--- config.mk ---
export PLATFORM = sky130hd
export DESIGN_NAME = ctrBlockGen
export DESIGN_NICKNAME = d
export VERILOG_FILES = /design/src/design/keystream_pkg.sv /design/src/design/ctrBlockGen.sv
export VERILOG_INCLUDE_DIRS = /design/src /design/src/include
export SDC_FILE = /design/constraint.sdc
export NUM_CORES = 1
export LEC_CHECK = 0
export BUFFER_PORTS_ARGS = -buffer_cell sky130_fd_sc_hd__buf_2
export CAP_MARGIN = 15
export CORE_AREA = 2 2 340 342
export DETAILED_ROUTE_END_ITERATION = 8
export DIE_AREA = 0 0 342 344
export HOLD_SLACK_MARGIN = 0.12
export PLACE_DENSITY_LB_ADDON = 0.2
export SLEW_MARGIN = 5
export SYNTH_ARGS = -nofsm -noshare
export SYNTH_HDL_FRONTEND = slang
export SYNTH_SLANG_ARGS = --single-unit
--- constraint.sdc ---
create_clock -name Clock -period 2.7 [get_ports Clock]
set_input_delay 0.54 -clock Clock [delete_from_list [all_inputs] [get_ports Clock]]
set_output_delay 0.54 -clock Clock [all_outputs]
set_load 0.1 [all_outputs]
--- src/include/keystream_params.svh ---
// Sizing macros for the keystream unit
// KS_FIFO_DEPTH must be a power of two and larger than KS_ROUNDS + 1
// Counter block layout assumes KS_BLOCK_W = 128 and KS_IV_W = 64
`ifndef KEYSTREAM_PARAMS_SVH
`define KEYSTREAM_PARAMS_SVH

// Parallel lanes per request
`define KS_LANES 4

// Mixing rounds, one pipeline stage each
`define KS_ROUNDS 12

// Payload buffer entries
`define KS_FIFO_DEPTH 16

// Lane block and key width
`define KS_BLOCK_W 128

// IV width, upper half of each counter block
`define KS_IV_W 64

`endif

--- src/design/keystream_pkg.sv ---
// Vector types shared by the keystream RTL and its testbench
// Widths follow the macros in keystream_params.svh

`include "keystream_params.svh"

package keystream_pkg;

    // ------------------------------------------------------------------------
    // Data path vectors
    // ------------------------------------------------------------------------

    // One lane block, also the key width
    typedef logic [`KS_BLOCK_W-1:0] block_t;

    // All lanes side by side, lane 0 in the low bits
    typedef logic [`KS_LANES*`KS_BLOCK_W-1:0] wideBlock_t;

    // Request IV
    typedef logic [`KS_IV_W-1:0] iv_t;

    // ------------------------------------------------------------------------
    // Control vectors
    // ------------------------------------------------------------------------

    // Request sequence number, wraps silently
    typedef logic [31:0] reqCount_t;

    // Payload buffer index
    typedef logic [$clog2(`KS_FIFO_DEPTH)-1:0] fifoPtr_t;

endpackage

--- src/design/ctrBlockGen.sv ---
// Producer stage, one cycle from reqValid to blkValid
// A key strobe in the same cycle as a request applies to that request
`timescale 1ns/1ps
`include "keystream_params.svh"

module ctrBlockGen (
    input  logic                   Clock,
    input  logic                   arstN,
    input  logic                   keyValid,
    input  keystream_pkg::block_t  keyIn,
    input  logic                   reqValid,
    input  keystream_pkg::iv_t     ivIn,
    output logic                   blkValid,
    output keystream_pkg::wideBlock_t blkData,
    output keystream_pkg::block_t  blkKey,
    output keystream_pkg::reqCount_t  blkSeq
);
    import keystream_pkg::*;

    block_t     keyReg;
    block_t     keyNow;
    reqCount_t  seqCount;
    wideBlock_t ctrBlocks;

    // Bypass so a fresh key reaches a same-cycle request
    assign keyNow = keyValid ? keyIn : keyReg;

    // Counter blocks: IV, sequence, lane index
    for (genvar lane = 0; lane < `KS_LANES; lane++) begin : gLane
        assign ctrBlocks[lane*`KS_BLOCK_W +: `KS_BLOCK_W] = {ivIn, seqCount, 32'(lane)};
    end

    // ------------------------------------------------------------------------
    // Key register and sequence counter
    // ------------------------------------------------------------------------
    always_ff @(posedge Clock or negedge arstN) begin
        if (!arstN) begin
            keyReg   <= '0;
            seqCount <= '0;
            blkValid <= 1'b0;
        end else begin
            if (keyValid) begin
                keyReg <= keyIn;
            end
            // One count per request
            if (reqValid) begin
                seqCount <= seqCount + 1'b1;
            end
            blkValid <= reqValid;
        end
    end

    // Payload of the stage, only loaded on a request
    always_ff @(posedge Clock) begin
        if (reqValid) begin
            blkData <= ctrBlocks;
            blkKey  <= keyNow;
            blkSeq  <= seqCount;
        end
    end

endmodule

# After elaboration in Yosys (flattened, before gate mapping)
# Index checks and enable logic that the tools add are counted.
# word_totals
ff_bits,705
in_bits,196
output_inout_bits,673
elab_cells,8
# classes
add_sub_neg,1
n_mux,1
# ops
operator,count
$mux 128,1
$add 32x1->32 const B,1

# Depth between registers and ports, before layout
# depth
depth_word,1
ltp_mapped,5
ltp_nobuf,5

# Worst setup path after synthesis
# Ideal clock, no wire load.
# synth_path
path_type,register to output
start,register blkSeq[0] (netlist name)
end,output port blkData[160]
t_arrival_ps,1398
required_time_ps,2160
slack_ps,762
stages_incl_launch_ff,2
n_path_buf,1
cell_sequence,edfxtp_1 buf_4
# synth_rtl
item,line,text
end: declaration,ctrBlockGen.sv:14,"output keystream_pkg::wideBlock_t blkData,"

==> qor.csv <==
stage;metric;value;unit
die;Cell Rows;124;
critical_path;Crit. Startpoint;blkSeq[2]$_DFFE_PP_;
drt;Antenna Nets Post-Route;0;
cts;# H-tree levels;2;
job;maxcap violations;0;
synth;synthesized-area fraction occupied by xor and xnor cells;0.0167;
drt;routed length per instance;13.9;µm
sta;Worst Tran Pin Value;0.741;ns
sta;final worst path period need;2.33;ns
drt;vias per cell;2.96;
sta;setup tns final;0;ns
finish;final net count;1905;
finish;area delta synth->final;37.9;%
die;Die ar.;118000;µm²
sta;RSZ-0062 raised after global routing;false;
cts;Clk Latency, worst-skew pair;0.62;ns
critical_path;slowest CP cell;edfxtp_1;
synth;Netlist cell types;23;
critical_path;critical path's top delay family;flip-flops;
placed_design;DP Worst Slack;0.550;ns
global_routing;initial antenna violation count;4;
die;Initial Util;0.143;
pwr;Power per Cell Area;922;nW/µm²
synth;adder-cell area share of the yosys netlist;0.000769;
synth;Mean Syn Cell Area;15.2;µm²
synth;most common cell in the netlist;buf_4;
pwr;internal power;11.5;mW
pwr;clock group share of total power;0.312;
sta;Clock Skews;0.0300;ns
synth;post-synthesis mux area share;0.0892;
pwr;total power;20.7;mW
synth;number of synthesized flops with an enable pin;224;
pwr;sequential power share;0.347;
cts;# clock sinks;385;
critical_path;Setup CP Type;reg -> out;
synth;largest cells by area after synthesis;edfxtp_1 (41%), dfrtp_1 (25%), buf_4 (21%);
placed_design;Routability Congestion;0.716;
pwr;Psw;9.17;mW
pwr;Sw Share;0.443;
placed_design;Placed Instances;3001;
pwr;combinational share of power;0.341;
die;total core area;114000;µm²
sta;Slew headroom;0.506;
critical_path;Crit path depth;1;
synth;Synth top cells by count;buf_4 (449), edfxtp_1 (224), dfrtp_1 (161), mux2_2 (129), xnor2_1 (19);
cts;total CTS buffers;48;
synth;Synth async-reset ratio;0.418;
drt;total wire length;45300;µm
finish;share of post-route cells with drive strength above 1;0.554;
cts;largest buffer count on any clock path;3;
global_routing;largest net degree at the start of global routing;104;
sta;Peak Freq;429;MHz
synth;sequential element share of the synthesized area;0.661;
cts;setup bufs post-CTS;0;
global_routing;GR Util All Layers;0.0712;
critical_path;Worst setup SP type;flip-flop;
synth;largest family of logic cells by synthesized area;buffers and inverters;
critical_path;CP Buf/Inv Count;1;
finish;Post-Layout Cell Count;3261;
drt;DRC viols;0;
die;die extent in x;342;µm
die;I/O Pins;869;
critical_path;r2r worst-path depth;4;
synth;post-synth top area share;0.413;
synth;simple-gate share of the synthesized area;0.0213;
synth;Synth Area in Compound Gates;0;
synth;yosys warns;0;
synth;number of synthesized register bits;385;
cts;Worst-path clk slew;0.06;ns
synth;top_reg_cell synth;edfxtp_1;
sta;worst setup margin;0.370;ns
cts;CTS tree;built;
critical_path;critical-path cell list;buf_2;
sta;Slew Viols, Final;0;
hold_path;class of the most critical hold timing path;in -> reg;
critical_path;crit path to;blkData[162];
critical_path;critical path peak fanout;5;
placed_design;IO Port Bufs;740;
status;status;complete, no violations;
critical_path;r2r startpoint;seqCount[8]$_DFFE_PN0P_;
global_routing;vias in the first global route;9615;
sta;final worst path period share;0.863;
critical_path;Critical Path RT;2.16;ns
drt;vias post-DR;9658;
synth;synthesized netlist cell count;1070;
global_routing;first-pass GRT wire length;62500;µm
pwr;leakage;9.92;nW
drt;first drt pass iteration count;4;
global_routing;grt ovf;0;
cts;root buffer cell;clkbuf_16;
critical_path;CP arrival;1.79;ns
critical_path;Critical Path Max Stage Delay;0.64;ns
synth;Mapped Area;16300;µm²
sta;Hold Fails Final Rpt;0;
pwr;Max VDD drop;0.656;mV
synth;area leader, netlist;edfxtp_1;
critical_path;RR Endpoint;seqCount[31]$_DFFE_PN0P_;
finish;fin util;0.197;
placed_design;HPWL Detailed;32700;µm
die;DIE HEIGHT;344;µm
critical_path;Reg2Reg Setup Slack;0.76;ns
drt;Initial DRC Count;351;
critical_path;critical path endpoint category;primary output;
sta;final setup violating endpoints;0;
[cells by family (layout without fill, tap and decap cells)]
logic type,Yosys count,count (layout)
buffers and inverters,465,1017
flip-flops,385,385
multiplexers,129,129
adder cells (fa/ha/maj),1,1
XOR/XNOR,31,31
other,2,129
AND/OR/NAND/NOR,57,57
[worst min-delay path by stage]
| stage | start | cells past startpoint | slack (ns) | end |
|---|---|---|---|---|
| after global routing | keyIn[32] | 2 | 0.15 | keyReg[32]$_DFF_PN0_ |
| final | keyIn[32] | 2 | 0.20 | keyReg[32]$_DFF_PN0_ |
| after detailed placement | keyReg[18]$_DFF_PN0_ | 1 | 0.48 | keyReg[18]$_DFF_PN0_ |
| after CTS | keyIn[38] | 2 | 0.12 | keyReg[38]$_DFF_PN0_ |
| after global placement | keyReg[63]$_DFF_PN0_ | 1 | 0.48 | keyReg[63]$_DFF_PN0_ |
| after floorplan | arstN | 0 | 0.24 | blkValid$_DFF_PN0_ |
[state kept, by name, summed over array words and instances, names as in the netlist]
| name | cells |
|---|---|
| blkData | 65 |
| blkKey | 128 |
| blkSeq | 31 |
| blkValid | 1 |
| keyReg | 128 |
| seqCount | 32 |
[stage by stage]
stage / instance area [µm²] / hold WS [ns]
3_5_place_dp: 19200 / 0.484
5_1_grt: 22400 / 0.152
4_1_cts: 22400 / 0.120
6_report: 22400 / 0.196
3_3_place_gp: 19200 / 0.477
2_1_floorplan: 16700 / 0.244
[repair_timing]
item	CTS	global route
setup endpoints to repair	0	0
hold endpoints to repair	216	0
hold buffers	169	0
gates resized for setup	0	0
[layout make-up]
class | instances | area [µm²]
repair buffers | 925 | 5640
fillers | 12442 | 91400
inverters | 2 | 7.51
flip-flops and latches | 385 | 10800
well taps | 1512 | 1890
diodes | 1 | 2.50
clock buffers | 67 | 1330
multi-input cells | 346 | 2560
clock inverters | 23 | 254
[per-layer routing]
| layer | vias up | share of wire | global-route usage | routed length (µm) |
|---|---|---|---|---|
| met5 | - | 0.00029 | 0 | 13 |
| met4 | 2 | 0.026 | 0.0260 | 1170 |
| met3 | 59 | 0.10 | 0.0294 | 4520 |
| met2 | 465 | 0.48 | 0.117 | 21900 |
| met1 | 4765 | 0.39 | 0.0833 | 17700 |
| li1 | 4367 | - | - | - |
[power by group through the flow]
stage	Clock, mW	Combinational, mW	Sequential (mW)
after floorplan	0	4.58	9.15
after global placement	0	6.91	7.30
after detailed placement	0	6.90	7.32
after CTS	6.78	7.11	7.22
after global routing	7.00	7.26	7.27
final	6.45	7.06	7.19
[layout by cell type (no fill, tap or decap), drive strengths merged]
cell type / n
diode: 1
nand4: 12
bufinv: 3
edfxtp: 224
nor2: 8
nor4: 1
nand3: 8
and4: 3
or2: 1
clkinv: 15
conb: 128
buf: 755
nand2: 12
xor2: 12
dfrtp: 161
clkbuf: 68
ha: 1
nor3: 7
mux2: 129
dlygate4sd3: 169
inv: 5
and3: 4
or4: 1
clkinvlp: 2
xnor2: 19
(Power assumes the default switching activity.)
