--- src/include/keystream_params.svh ---
// Sizing macros for the keystream unit
// KS_FIFO_DEPTH must be a power of two and larger than KS_ROUNDS + 1
// Counter block layout assumes KS_BLOCK_W = 128 and KS_IV_W = 64
`ifndef KEYSTREAM_PARAMS_SVH
`define KEYSTREAM_PARAMS_SVH

// Parallel lanes per request
`define KS_LANES 4

// Mixing rounds, one pipeline stage each
`define KS_ROUNDS 12

// Payload buffer entries
`define KS_FIFO_DEPTH 16

// Lane block and key width
`define KS_BLOCK_W 128

// IV width, upper half of each counter block
`define KS_IV_W 64

`endif

--- src/design/keystream_pkg.sv ---
// Vector types shared by the keystream RTL and its testbench
// Widths follow the macros in keystream_params.svh

`include "keystream_params.svh"

package keystream_pkg;

    // ------------------------------------------------------------------------
    // Data path vectors
    // ------------------------------------------------------------------------

    // One lane block, also the key width
    typedef logic [`KS_BLOCK_W-1:0] block_t;

    // All lanes side by side, lane 0 in the low bits
    typedef logic [`KS_LANES*`KS_BLOCK_W-1:0] wideBlock_t;

    // Request IV
    typedef logic [`KS_IV_W-1:0] iv_t;

    // ------------------------------------------------------------------------
    // Control vectors
    // ------------------------------------------------------------------------

    // Request sequence number, wraps silently
    typedef logic [31:0] reqCount_t;

    // Payload buffer index
    typedef logic [$clog2(`KS_FIFO_DEPTH)-1:0] fifoPtr_t;

endpackage

--- src/design/padCombiner.sv ---
// Output register, XORs the pad with its buffered payload
// Result and sequence hold until the next valid, outValid pulses one cycle
`timescale 1ns/1ps

module padCombiner (
    input  logic                      Clock,
    input  logic                      arstN,
    input  logic                      padValid,
    input  keystream_pkg::wideBlock_t padData,
    input  keystream_pkg::reqCount_t  padSeq,
    input  keystream_pkg::wideBlock_t payload,
    output logic                      outValid,
    output keystream_pkg::wideBlock_t outData,
    output keystream_pkg::reqCount_t  outSeq
);
    import keystream_pkg::*;

    wideBlock_t xorResult;

    // Pad and payload, all lanes at once
    assign xorResult = padData ^ payload;

    // Valid pulse
    always_ff @(posedge Clock or negedge arstN) begin
        if (!arstN) begin
            outValid <= 1'b0;
        end else begin
            outValid <= padValid;
        end
    end

    // Held result
    always_ff @(posedge Clock) begin
        if (padValid) begin
            outData <= xorResult;
            outSeq  <= padSeq;
        end
    end

endmodule

--- config.mk ---
export PLATFORM = sky130hd
export DESIGN_NAME = padCombiner
export DESIGN_NICKNAME = d
export VERILOG_FILES = /design/src/design/keystream_pkg.sv /design/src/design/padCombiner.sv
export VERILOG_INCLUDE_DIRS = /design/src /design/src/include
export SDC_FILE = /design/constraint.sdc
export NUM_CORES = 1
export LEC_CHECK = 0
export BUFFER_PORTS_ARGS = -buffer_cell sky130_fd_sc_hd__buf_2
export CAP_MARGIN = 10
export CORE_AREA = 2 2 627 629
export CTS_CLUSTER_DIAMETER = 150
export DETAILED_ROUTE_END_ITERATION = 10
export DIE_AREA = 0 0 629 631
export HOLD_SLACK_MARGIN = 0.12
export MAX_ROUTING_LAYER = met4
export PLACE_DENSITY = 0.3
export SYNTH_ARGS = -nofsm -noshare
export SYNTH_HDL_FRONTEND = slang
export SYNTH_SLANG_ARGS = --single-unit
--- constraint.sdc ---
create_clock -name Clock -period 0.8 [get_ports Clock]
set_input_delay 0.12 -clock Clock [delete_from_list [all_inputs] [get_ports Clock]]
set_output_delay 0.12 -clock Clock [all_outputs]
set_load 0.01 [all_outputs]
==> impl_metrics.csv, run 1 <==
group,metric,value,unit
status,status,"stopped before the end",
status,stop_stage,"5_2_route",
status,error_line,"[ERROR DRT-0255] Maze Route cannot find path of net payload[360] in worker of routeBox ( 579600 193200 ) ( 629000 241500 ).",
grt,track_usage,13.1,%
synth,synth_fp_nets,2116,
synth,synth_cells,1057,
timing,grt_repair_worst_endpoint,"outData[436]",
synth,syn_area_per_cell,19.7,sq um
grt,grt_overflow,0,
synth,ys_ff_latch,545,
clocking,clockBufferDepth,4,
grt,first_global_vias,23500,
clocking,post_cts_buffers,0,
clocking,cts-htree-levels,3,
floorplanning,io_pins,1604,
clocking,cts_sinks,545,
synth,syn_area,20800,sq um
synth,synth_warnings,0,
place,routabilityCongestion,0.973,
floorplanning,num_rows,230,
clocking,clock-root-buffer,"clkbuf_16",
synth,yosys.cell_types.count,3,
grt,grt_pass1_wl,312,mm
grt,grt_max_degree,40,
floorplanning,initial_core_util,5.33,%
clocking,cts_buffers,78,
floorplanning,die_width,629,um
synth,synth-seq-area-share,78.5,%
timing,worstEndpointType,"top-level output",
place,dp_hpwl,241,mm
place,port_buffers,1603,
floorplanning,die_h,631,um
grt,antenna_found_initial,389,
[through the flow]
stage | util (%) | setup TNS (ps) | instance area, sq um | cells | setup WS [ps]
5_1_grt | 13.1 | -381840 | 51200 | 9317 | -1030
4_1_cts | 13.0 | -390650 | 50800 | 9187 | -1100
3_5_place_dp | 9.43 | -232980 | 36900 | 7983 | -521
3_3_place_gp | 9.43 | -235900 | 36900 | 7983 | -535
2_1_floorplan | - | 0 | 20800 | 1057 | 286
[repair_timing]
item,in CTS,in global routing
hold endpoints to repair,936,25
resized for setup,253,34
setup endpoints to repair,545,562
hold buffers,1074,5
[synthesized netlist by cell type]
| master | instances | area, sq um |
|---|---|---|
| xor2_1 | 512 | 4480 |
| dfrtp_1 | 1 | 25.0 |
| edfxtp_1 | 544 | 16300 |
[per-layer routing]
| metal | track usage [%] |
|---|---|
| met5 | - |
| met4 | 2.07 |
| met1 | 14.2 |
| met2 | 23.1 |
| met3 | 4.84 |
[cell families after synthesis]
family,synth area share (%)
flip-flops,78.5
XOR/XNOR,21.5
==> run 2, diff against run 1 <==
Settings changed: CORE_AREA 2 2 627 629 to 2 2 632 634, CTS_CLUSTER_DIAMETER 150 to unset, DIE_AREA 0 0 629 631 to 0 0 634 636, HOLD_SLACK_MARGIN 0.12 to unset, MAX_ROUTING_LAYER met4 to unset, PLACE_DENSITY 0.3 to unset, PLACE_DENSITY_LB_ADDON set to 0.15.
==> impl_metrics.csv, run 2 <==
group,metric,value,unit
status,status,"finished with violations",
status,violations,"negative setup slack",
routing,wl,256,mm
floorplanning,die_width,634,um
floorplanning,dieArea,403000,sq um
setup_path,critPathKind,"register to output pin",
finish,final_util,12.9,%
clocking,post_cts_buffers,0,
timing,rsz0062_at_grt,"true",
synth,synth-seq-area-share,78.5,%
place,placed_cells,7992,
clocking,cts_sinks,545,
grt,grt_pass1_wl,305,mm
pwr,peakVddDrop,1290,uV
synth,synth.largest_area_cell,"edfxtp_1",
finish,seq_area,16400,sq um
clocking,cts-htree-levels,3,
synth,synth_top_area_share,78.4,%
place,place_ws,-625,ps
routing,avgViaCountPerCell,2.41,
clocking,clockBufferDepth,4,
timing,period_minus_slack,1620,ps
grt,first_global_vias,23600,
pwr,p_leak,20.4,nW
floorplanning,die_h,636,um
synth,synth_warnings,0,
synth,syn_area,20800,sq um
setup_path,cpPeakStageDelay,520,ps
finish,stdcell_count,9292,
synth,synthFlopType,"edfxtp_1",
routing,wire_per_inst,27.5,um
grt,grt_max_degree,49,
clocking,clk_pin_slew,50,ps
grt,grt_overflow,0,
floorplanning,coreArea,397000,sq um
timing,fmax,617,MHz
timing,setup_viol,558,
grt,antenna_found_initial,334,
timing,worst_slew_pin_slew,727,ps
clocking,cts_buffers,84,
setup_path,crit_fanout,1,
setup_path,path_delay_family,"flip-flops",
routing,drt_iter0_markers,1152,
flow_run,cap_violations,0,
finish,largest_reg_flops,512,
place,routabilityCongestion,0.970,
place,dp_hpwl,232,mm
synth,synthTopCellsByCount,"544 x edfxtp_1, 512 x xor2_1, 1 x dfrtp_1",
synth,synthArstFlopShare,0.183,%
synth,synth_cells,1057,
synth,yosys-top-cells-area,"edfxtp_1 78%, xor2_1 22%, dfrtp_1 0.12%",
pwr,total_power,92.9,mW
routing,drcViolationCount,0,
setup_path,worst-path-buf-inv,1,
synth,ys_ff_latch,545,
timing,setup_slack,-822,ps
clocking,clock-root-buffer,"clkbuf_16",
finish,top_register,"outData",
setup_path,cpMaxStageDelayCell,"edfxtp_1",
finish,areaGrowthSynthToFinish,145,%
finish,drive_gt1_share,45.3,%
finish,nFillCells,45200,
floorplanning,io_pins,1604,
timing,finalHoldViolCount,0,
setup_path,critPathArrivalTime,1500,ps
finish,multi_input_area,4510,sq um
finish,final_cell_mix,"1,395 x buf_2, 1,063 x dlygate4sd3_1, 544 x edfxtp_1",
timing,drv_slew,0,
routing,firstDrtPassIters,5,
setup_path,crit_chain,"buf_12",
finish,biggestRegsByFlops,"outData x512, outSeq x32, outValid x1",
synth,synth_fp_nets,2116,
pwr,powerDensity,1820,nW/um^2
clocking,tritoncts,"yes",
place,port_buffers,1603,
synth,syn_area_per_cell,19.7,sq um
routing,drtAntennaViolNets,0,
floorplanning,initial_core_util,5.25,%
grt,track_usage,12.2,%
finish,final_net_count,4937,
finish,final_common_cell,"buf_2",
setup_path,start_kind,"register",
min_path,hp-class,"input port to register",
setup_path,required,680,ps
routing,vias,22400,
floorplanning,num_rows,232,
synth,synth-edff-count,544,
timing,finalCritPeriodShare,203,%
synth,yosysMostFrequentCell,"edfxtp_1",
timing,relSlewSlack,51.4,%
setup_path,endpoint_kind,"output pin",
synth,yosys.cell_types.count,3,
[run 2: cell counts after synthesis]
No cell type changed its count.
[run 2: cells by family (layout without fill, tap and decap cells)]
group                     Yosys count  count (layout)  synth area share [%]
xor gates and xnor gates          512             512                  21.5
DFF                               545             545                  78.5
other                               0              93                     0
buffers and inverters               0            2877                     0
[run 2: power breakdown]
part / switching [mW] / internal (mW) / total [mW] / leakage (nW)
sequential: 1.41 / 35.1 / 36.6 / 5.34
clock: 14.8 / 21.1 / 35.9 / 1.23
combinational: 10.5 / 9.93 / 20.5 / 13.9
total: 26.7 / 66.2 / 92.9 / 20.4
[run 2: area by class of cell]
class / instances / area share [%]
Timing Repair Buffer: 2735 / 40.9
Sequential cell: 545 / 32.0
Tap cell: 5265 / 12.9
Multi-Input combinational cell: 512 / 8.81
Clock buffer: 110 / 4.44
Clock inverter: 32 / 0.543
Antenna cell: 93 / 0.455
[run 2: final timing paths]
| path | slack (ps) | end | cells after the start | start |
|---|---|---|---|---|
| setup / recovery | -820 | outData[131] | 1 | outData[131] |
| hold / removal | 50 | outData[498] | 3 | payload[498] |
| max in group asynchronous | 530 | outValid | 3 | arstN |
| min in group asynchronous | 170 | outValid | 3 | arstN |
[run 2: layer usage]
| metal | wire (um) | up-vias | part of all wire (%) | GRT usage [%] |
|---|---|---|---|---|
| met2 | 128000 | 1365 | 50 | 21.9 |
| met3 | 21000 | 635 | 8.2 | 4.16 |
| li1 | - | 9573 | - | - |
| met1 | 99000 | 10700 | 39 | 13.8 |
| met4 | 7010 | 172 | 2.7 | 2.60 |
| met5 | 1160 | - | 0.45 | 0 |
[run 2: repair_timing]
item	in CTS	in global routing
setup endpoints to repair	545	661
resized for setup	294	67
hold buffers	1063	5
cloned	0	1
hold endpoints to repair	668	11
[run 2: metrics by stage]
step	setup TNS (ps)	area [sq um]	hold slack, ps
6_report	-341230	51100	50.4
5_1_grt	-393310	51000	20.0
4_1_cts	-479270	50600	-13.2
3_5_place_dp	-240450	36500	-92.8
3_3_place_gp	-236880	36500	-96.9
2_1_floorplan	0	20800	-176
No activity file was read; power rests on OpenSTA's default activity.
==> run 3, diff against run 2 <==
Settings changed: ABC_AREA set to 1, CORE_AREA 2 2 632 634 to 2 2 627 629, DIE_AREA 0 0 634 636 to 0 0 629 631.
==> impl_metrics.csv, run 3 <==
group,metric,value,unit
setup_path,crit_fanout,2,
finish,drive_gt1_share,29.2,%
floorplanning,die_h,631,um
clocking,cts-htree-levels,3,
pwr,p_leak,28.3,nW
routing,wire_per_inst,18.9,um
synth,yosys-top-cells-area,"edfxtp_1 63%, nand2_1 22%, inv_1 15%, dfrtp_1 0.096%",
grt,antenna_found_initial,258,
finish,largest_reg_flops,512,
synth,synth_fp_nets,4164,
finish,nFillCells,44800,
floorplanning,num_rows,230,
flow_run,cap_violations,0,
routing,firstDrtPassIters,5,
clocking,clock-root-buffer,"clkbuf_16",
timing,period_minus_slack,1660,ps
finish,fin_area,56700,sq um
synth,ys_ff_latch,545,
routing,vias,30500,
setup_path,crit_start,"outSeq[15]",
clocking,tritoncts,"yes",
synth,synthFlopType,"edfxtp_1",
routing,avgViaCountPerCell,2.69,
floorplanning,initial_core_util,6.65,%
routing,drcViolationCount,0,
grt,track_usage,10.4,%
grt,grt_overflow,0,
grt,first_global_vias,29700,
routing,drt_iter0_markers,1436,
finish,areaGrowthSynthToFinish,118,%
finish,final_common_cell,"nand2_1",
pwr,power_frac_comb,21.5,%
finish,final_util,14.5,%
timing,finalHoldViolCount,0,
synth,yosysMostFrequentCell,"nand2_1",
synth,synth_top_area_share,62.9,%
clocking,clk_pin_slew,50,ps
synth,synth-seq-area-share,63.0,%
synth,synth-edff-count,544,
routing,drtAntennaViolNets,0,
min_path,hp-start,"padSeq[31]",
pwr,p_seq_share,38.6,%
setup_path,path_delay_family,"flip-flops",
timing,drv_slew,0,
synth,syn_area,26000,sq um
place,place_area,41300,sq um
pwr,power_frac_clock,40.0,%
pwr,p_sw,26.0,mW
pwr,peakVddDrop,1170,uV
grt,grt_pass1_wl,275,mm
setup_path,cpPeakStageDelay,540,ps
finish,final_cell_mix,"1,536 x nand2_1, 1,427 x buf_2, 1,159 x dlygate4sd3_1",
floorplanning,coreArea,391000,sq um
setup_path,critPathArrivalTime,1540,ps
place,port_buffers,1603,
place,dp_hpwl,190,mm
finish,biggestRegsByFlops,"outData x512, outSeq x32, outValid x1",
timing,setup_slack,-858,ps
place,routabilityCongestion,0.871,
floorplanning,dieArea,397000,sq um
floorplanning,die_width,629,um
floorplanning,io_pins,1604,
synth,yosys.cell_types.count,4,
setup_path,required,680,ps
status,violations,"negative setup slack",
synth,synth_warnings,0,
clocking,cts_buffers,85,
setup_path,cpMaxStageDelayCell,"edfxtp_1",
synth,synth_cells,3105,
timing,worst_slew_pin_slew,488,ps
setup_path,critPathKind,"register to output pin",
timing,setup_viol,1181,
routing,wl,215,mm
setup_path,crit_chain,"buf_2",
clocking,post_cts_buffers,0,
min_path,hp-class,"input port to register",
grt,grt_max_degree,37,
setup_path,endpoint_kind,"output pin",
timing,fmax,603,MHz
finish,final_net_count,7064,
status,status,"finished with violations",
clocking,clockBufferDepth,4,
timing,rsz0062_at_grt,"true",
synth,synthTopCellsByCount,"1,536 x nand2_1, 1,024 x inv_1, 544 x edfxtp_1",
pwr,p_int,66.4,mW
timing,relSlewSlack,67.5,%
pwr,total_power,92.4,mW
synth,synthArstFlopShare,0.183,%
pwr,p_sw_share,28.1,%
clocking,cts_sinks,545,
setup_path,start_kind,"register",
synth,syn_area_per_cell,8.36,sq um
pwr,powerDensity,1630,nW/um^2
setup_path,worst-path-buf-inv,1,
finish,top_register,"outData",
synth,synth.largest_area_cell,"edfxtp_1",
timing,finalCritPeriodShare,207,%
==> run 3: cell count changes in the layout (fill, tap and decap cells not counted), sizes merged <==
cell          previous run  this run
buf                   1669      1654
bufinv                   4         6
clkbuf                 112       103
clkinv                  21        30
diode                   93        64
dlygate4sd3           1063      1159
dlymetal6s4s             1         0
inv                      2      1027
nand2                    0      1536
xor2                   512         0
==> run 3: power by group through the flow <==
stage,sequential (mW),combinational (mW),clock [mW]
5_1_grt,35.9,21.7,39.9
4_1_cts,35.6,20.4,39.2
2_1_floorplan,37.2,2.65,0
3_5_place_dp,36.0,13.6,0
6_report,35.6,19.8,37.0
3_3_place_gp,36.1,13.6,0
==> run 3: logic make-up after synthesis <==
| logic type | after synthesis | synth area share, % |
|---|---|---|
| buffers and inverters | 1024 | 14.8 |
| DFF | 545 | 63.0 |
| and+or+nand+nor | 1536 | 22.2 |
==> run 3: timing repair <==
action	4_1_cts	5_1_grt
hold buffers	1159	1
endpoints found under the setup margin	545	1174
resized for setup	259	60
pin swaps	0	0
endpoints found under the hold margin	629	49
==> run 3: per-stage QoR <==
step	instances	TNS [ps]	hold WS (ps)	setup slack, ps
5_1_grt	11300	-582810	33.8	-950
3_5_place_dp	9979	-210330	-83.6	-508
4_1_cts	11300	-565530	0.699	-984
2_1_floorplan	3105	0	-176	286
6_report	11300	-531880	103	-858
3_3_place_gp	9979	-202660	-78.2	-495
==> run 3: area by class of cell <==
| cell class | instances | area [sq um] | share of cell area (%) |
|---|---|---|---|
| Clock buffer | 103 | 2290 | 4.03 |
| Timing Repair Buffer | 2813 | 21400 | 37.7 |
| Multi-Input combinational cell | 1536 | 5770 | 10.2 |
| Sequential cell | 545 | 16400 | 28.8 |
| Clock inverter | 44 | 372 | 0.655 |
| Antenna cell | 64 | 160 | 0.282 |
| Tap cell | 5220 | 6530 | 11.5 |
| Inverter | 1024 | 3840 | 6.77 |
==> run 3: layer usage <==
metal | global-route usage [%] | part of all wire (%)
met3 | 4.00 | 9.1
met5 | 0 | 0.37
met1 | 11.3 | 38
met2 | 19.1 | 50
met4 | 2.20 | 2.6
==> run 3: final timing paths <==
path / slack (ps) / cells past startpoint / end
setup / recovery: -860 / 1 / outSeq[15]
min in group asynchronous: 250 / 3 / outValid
hold / removal: 100 / 2 / outSeq[31]
max in group asynchronous: 430 / 3 / outValid
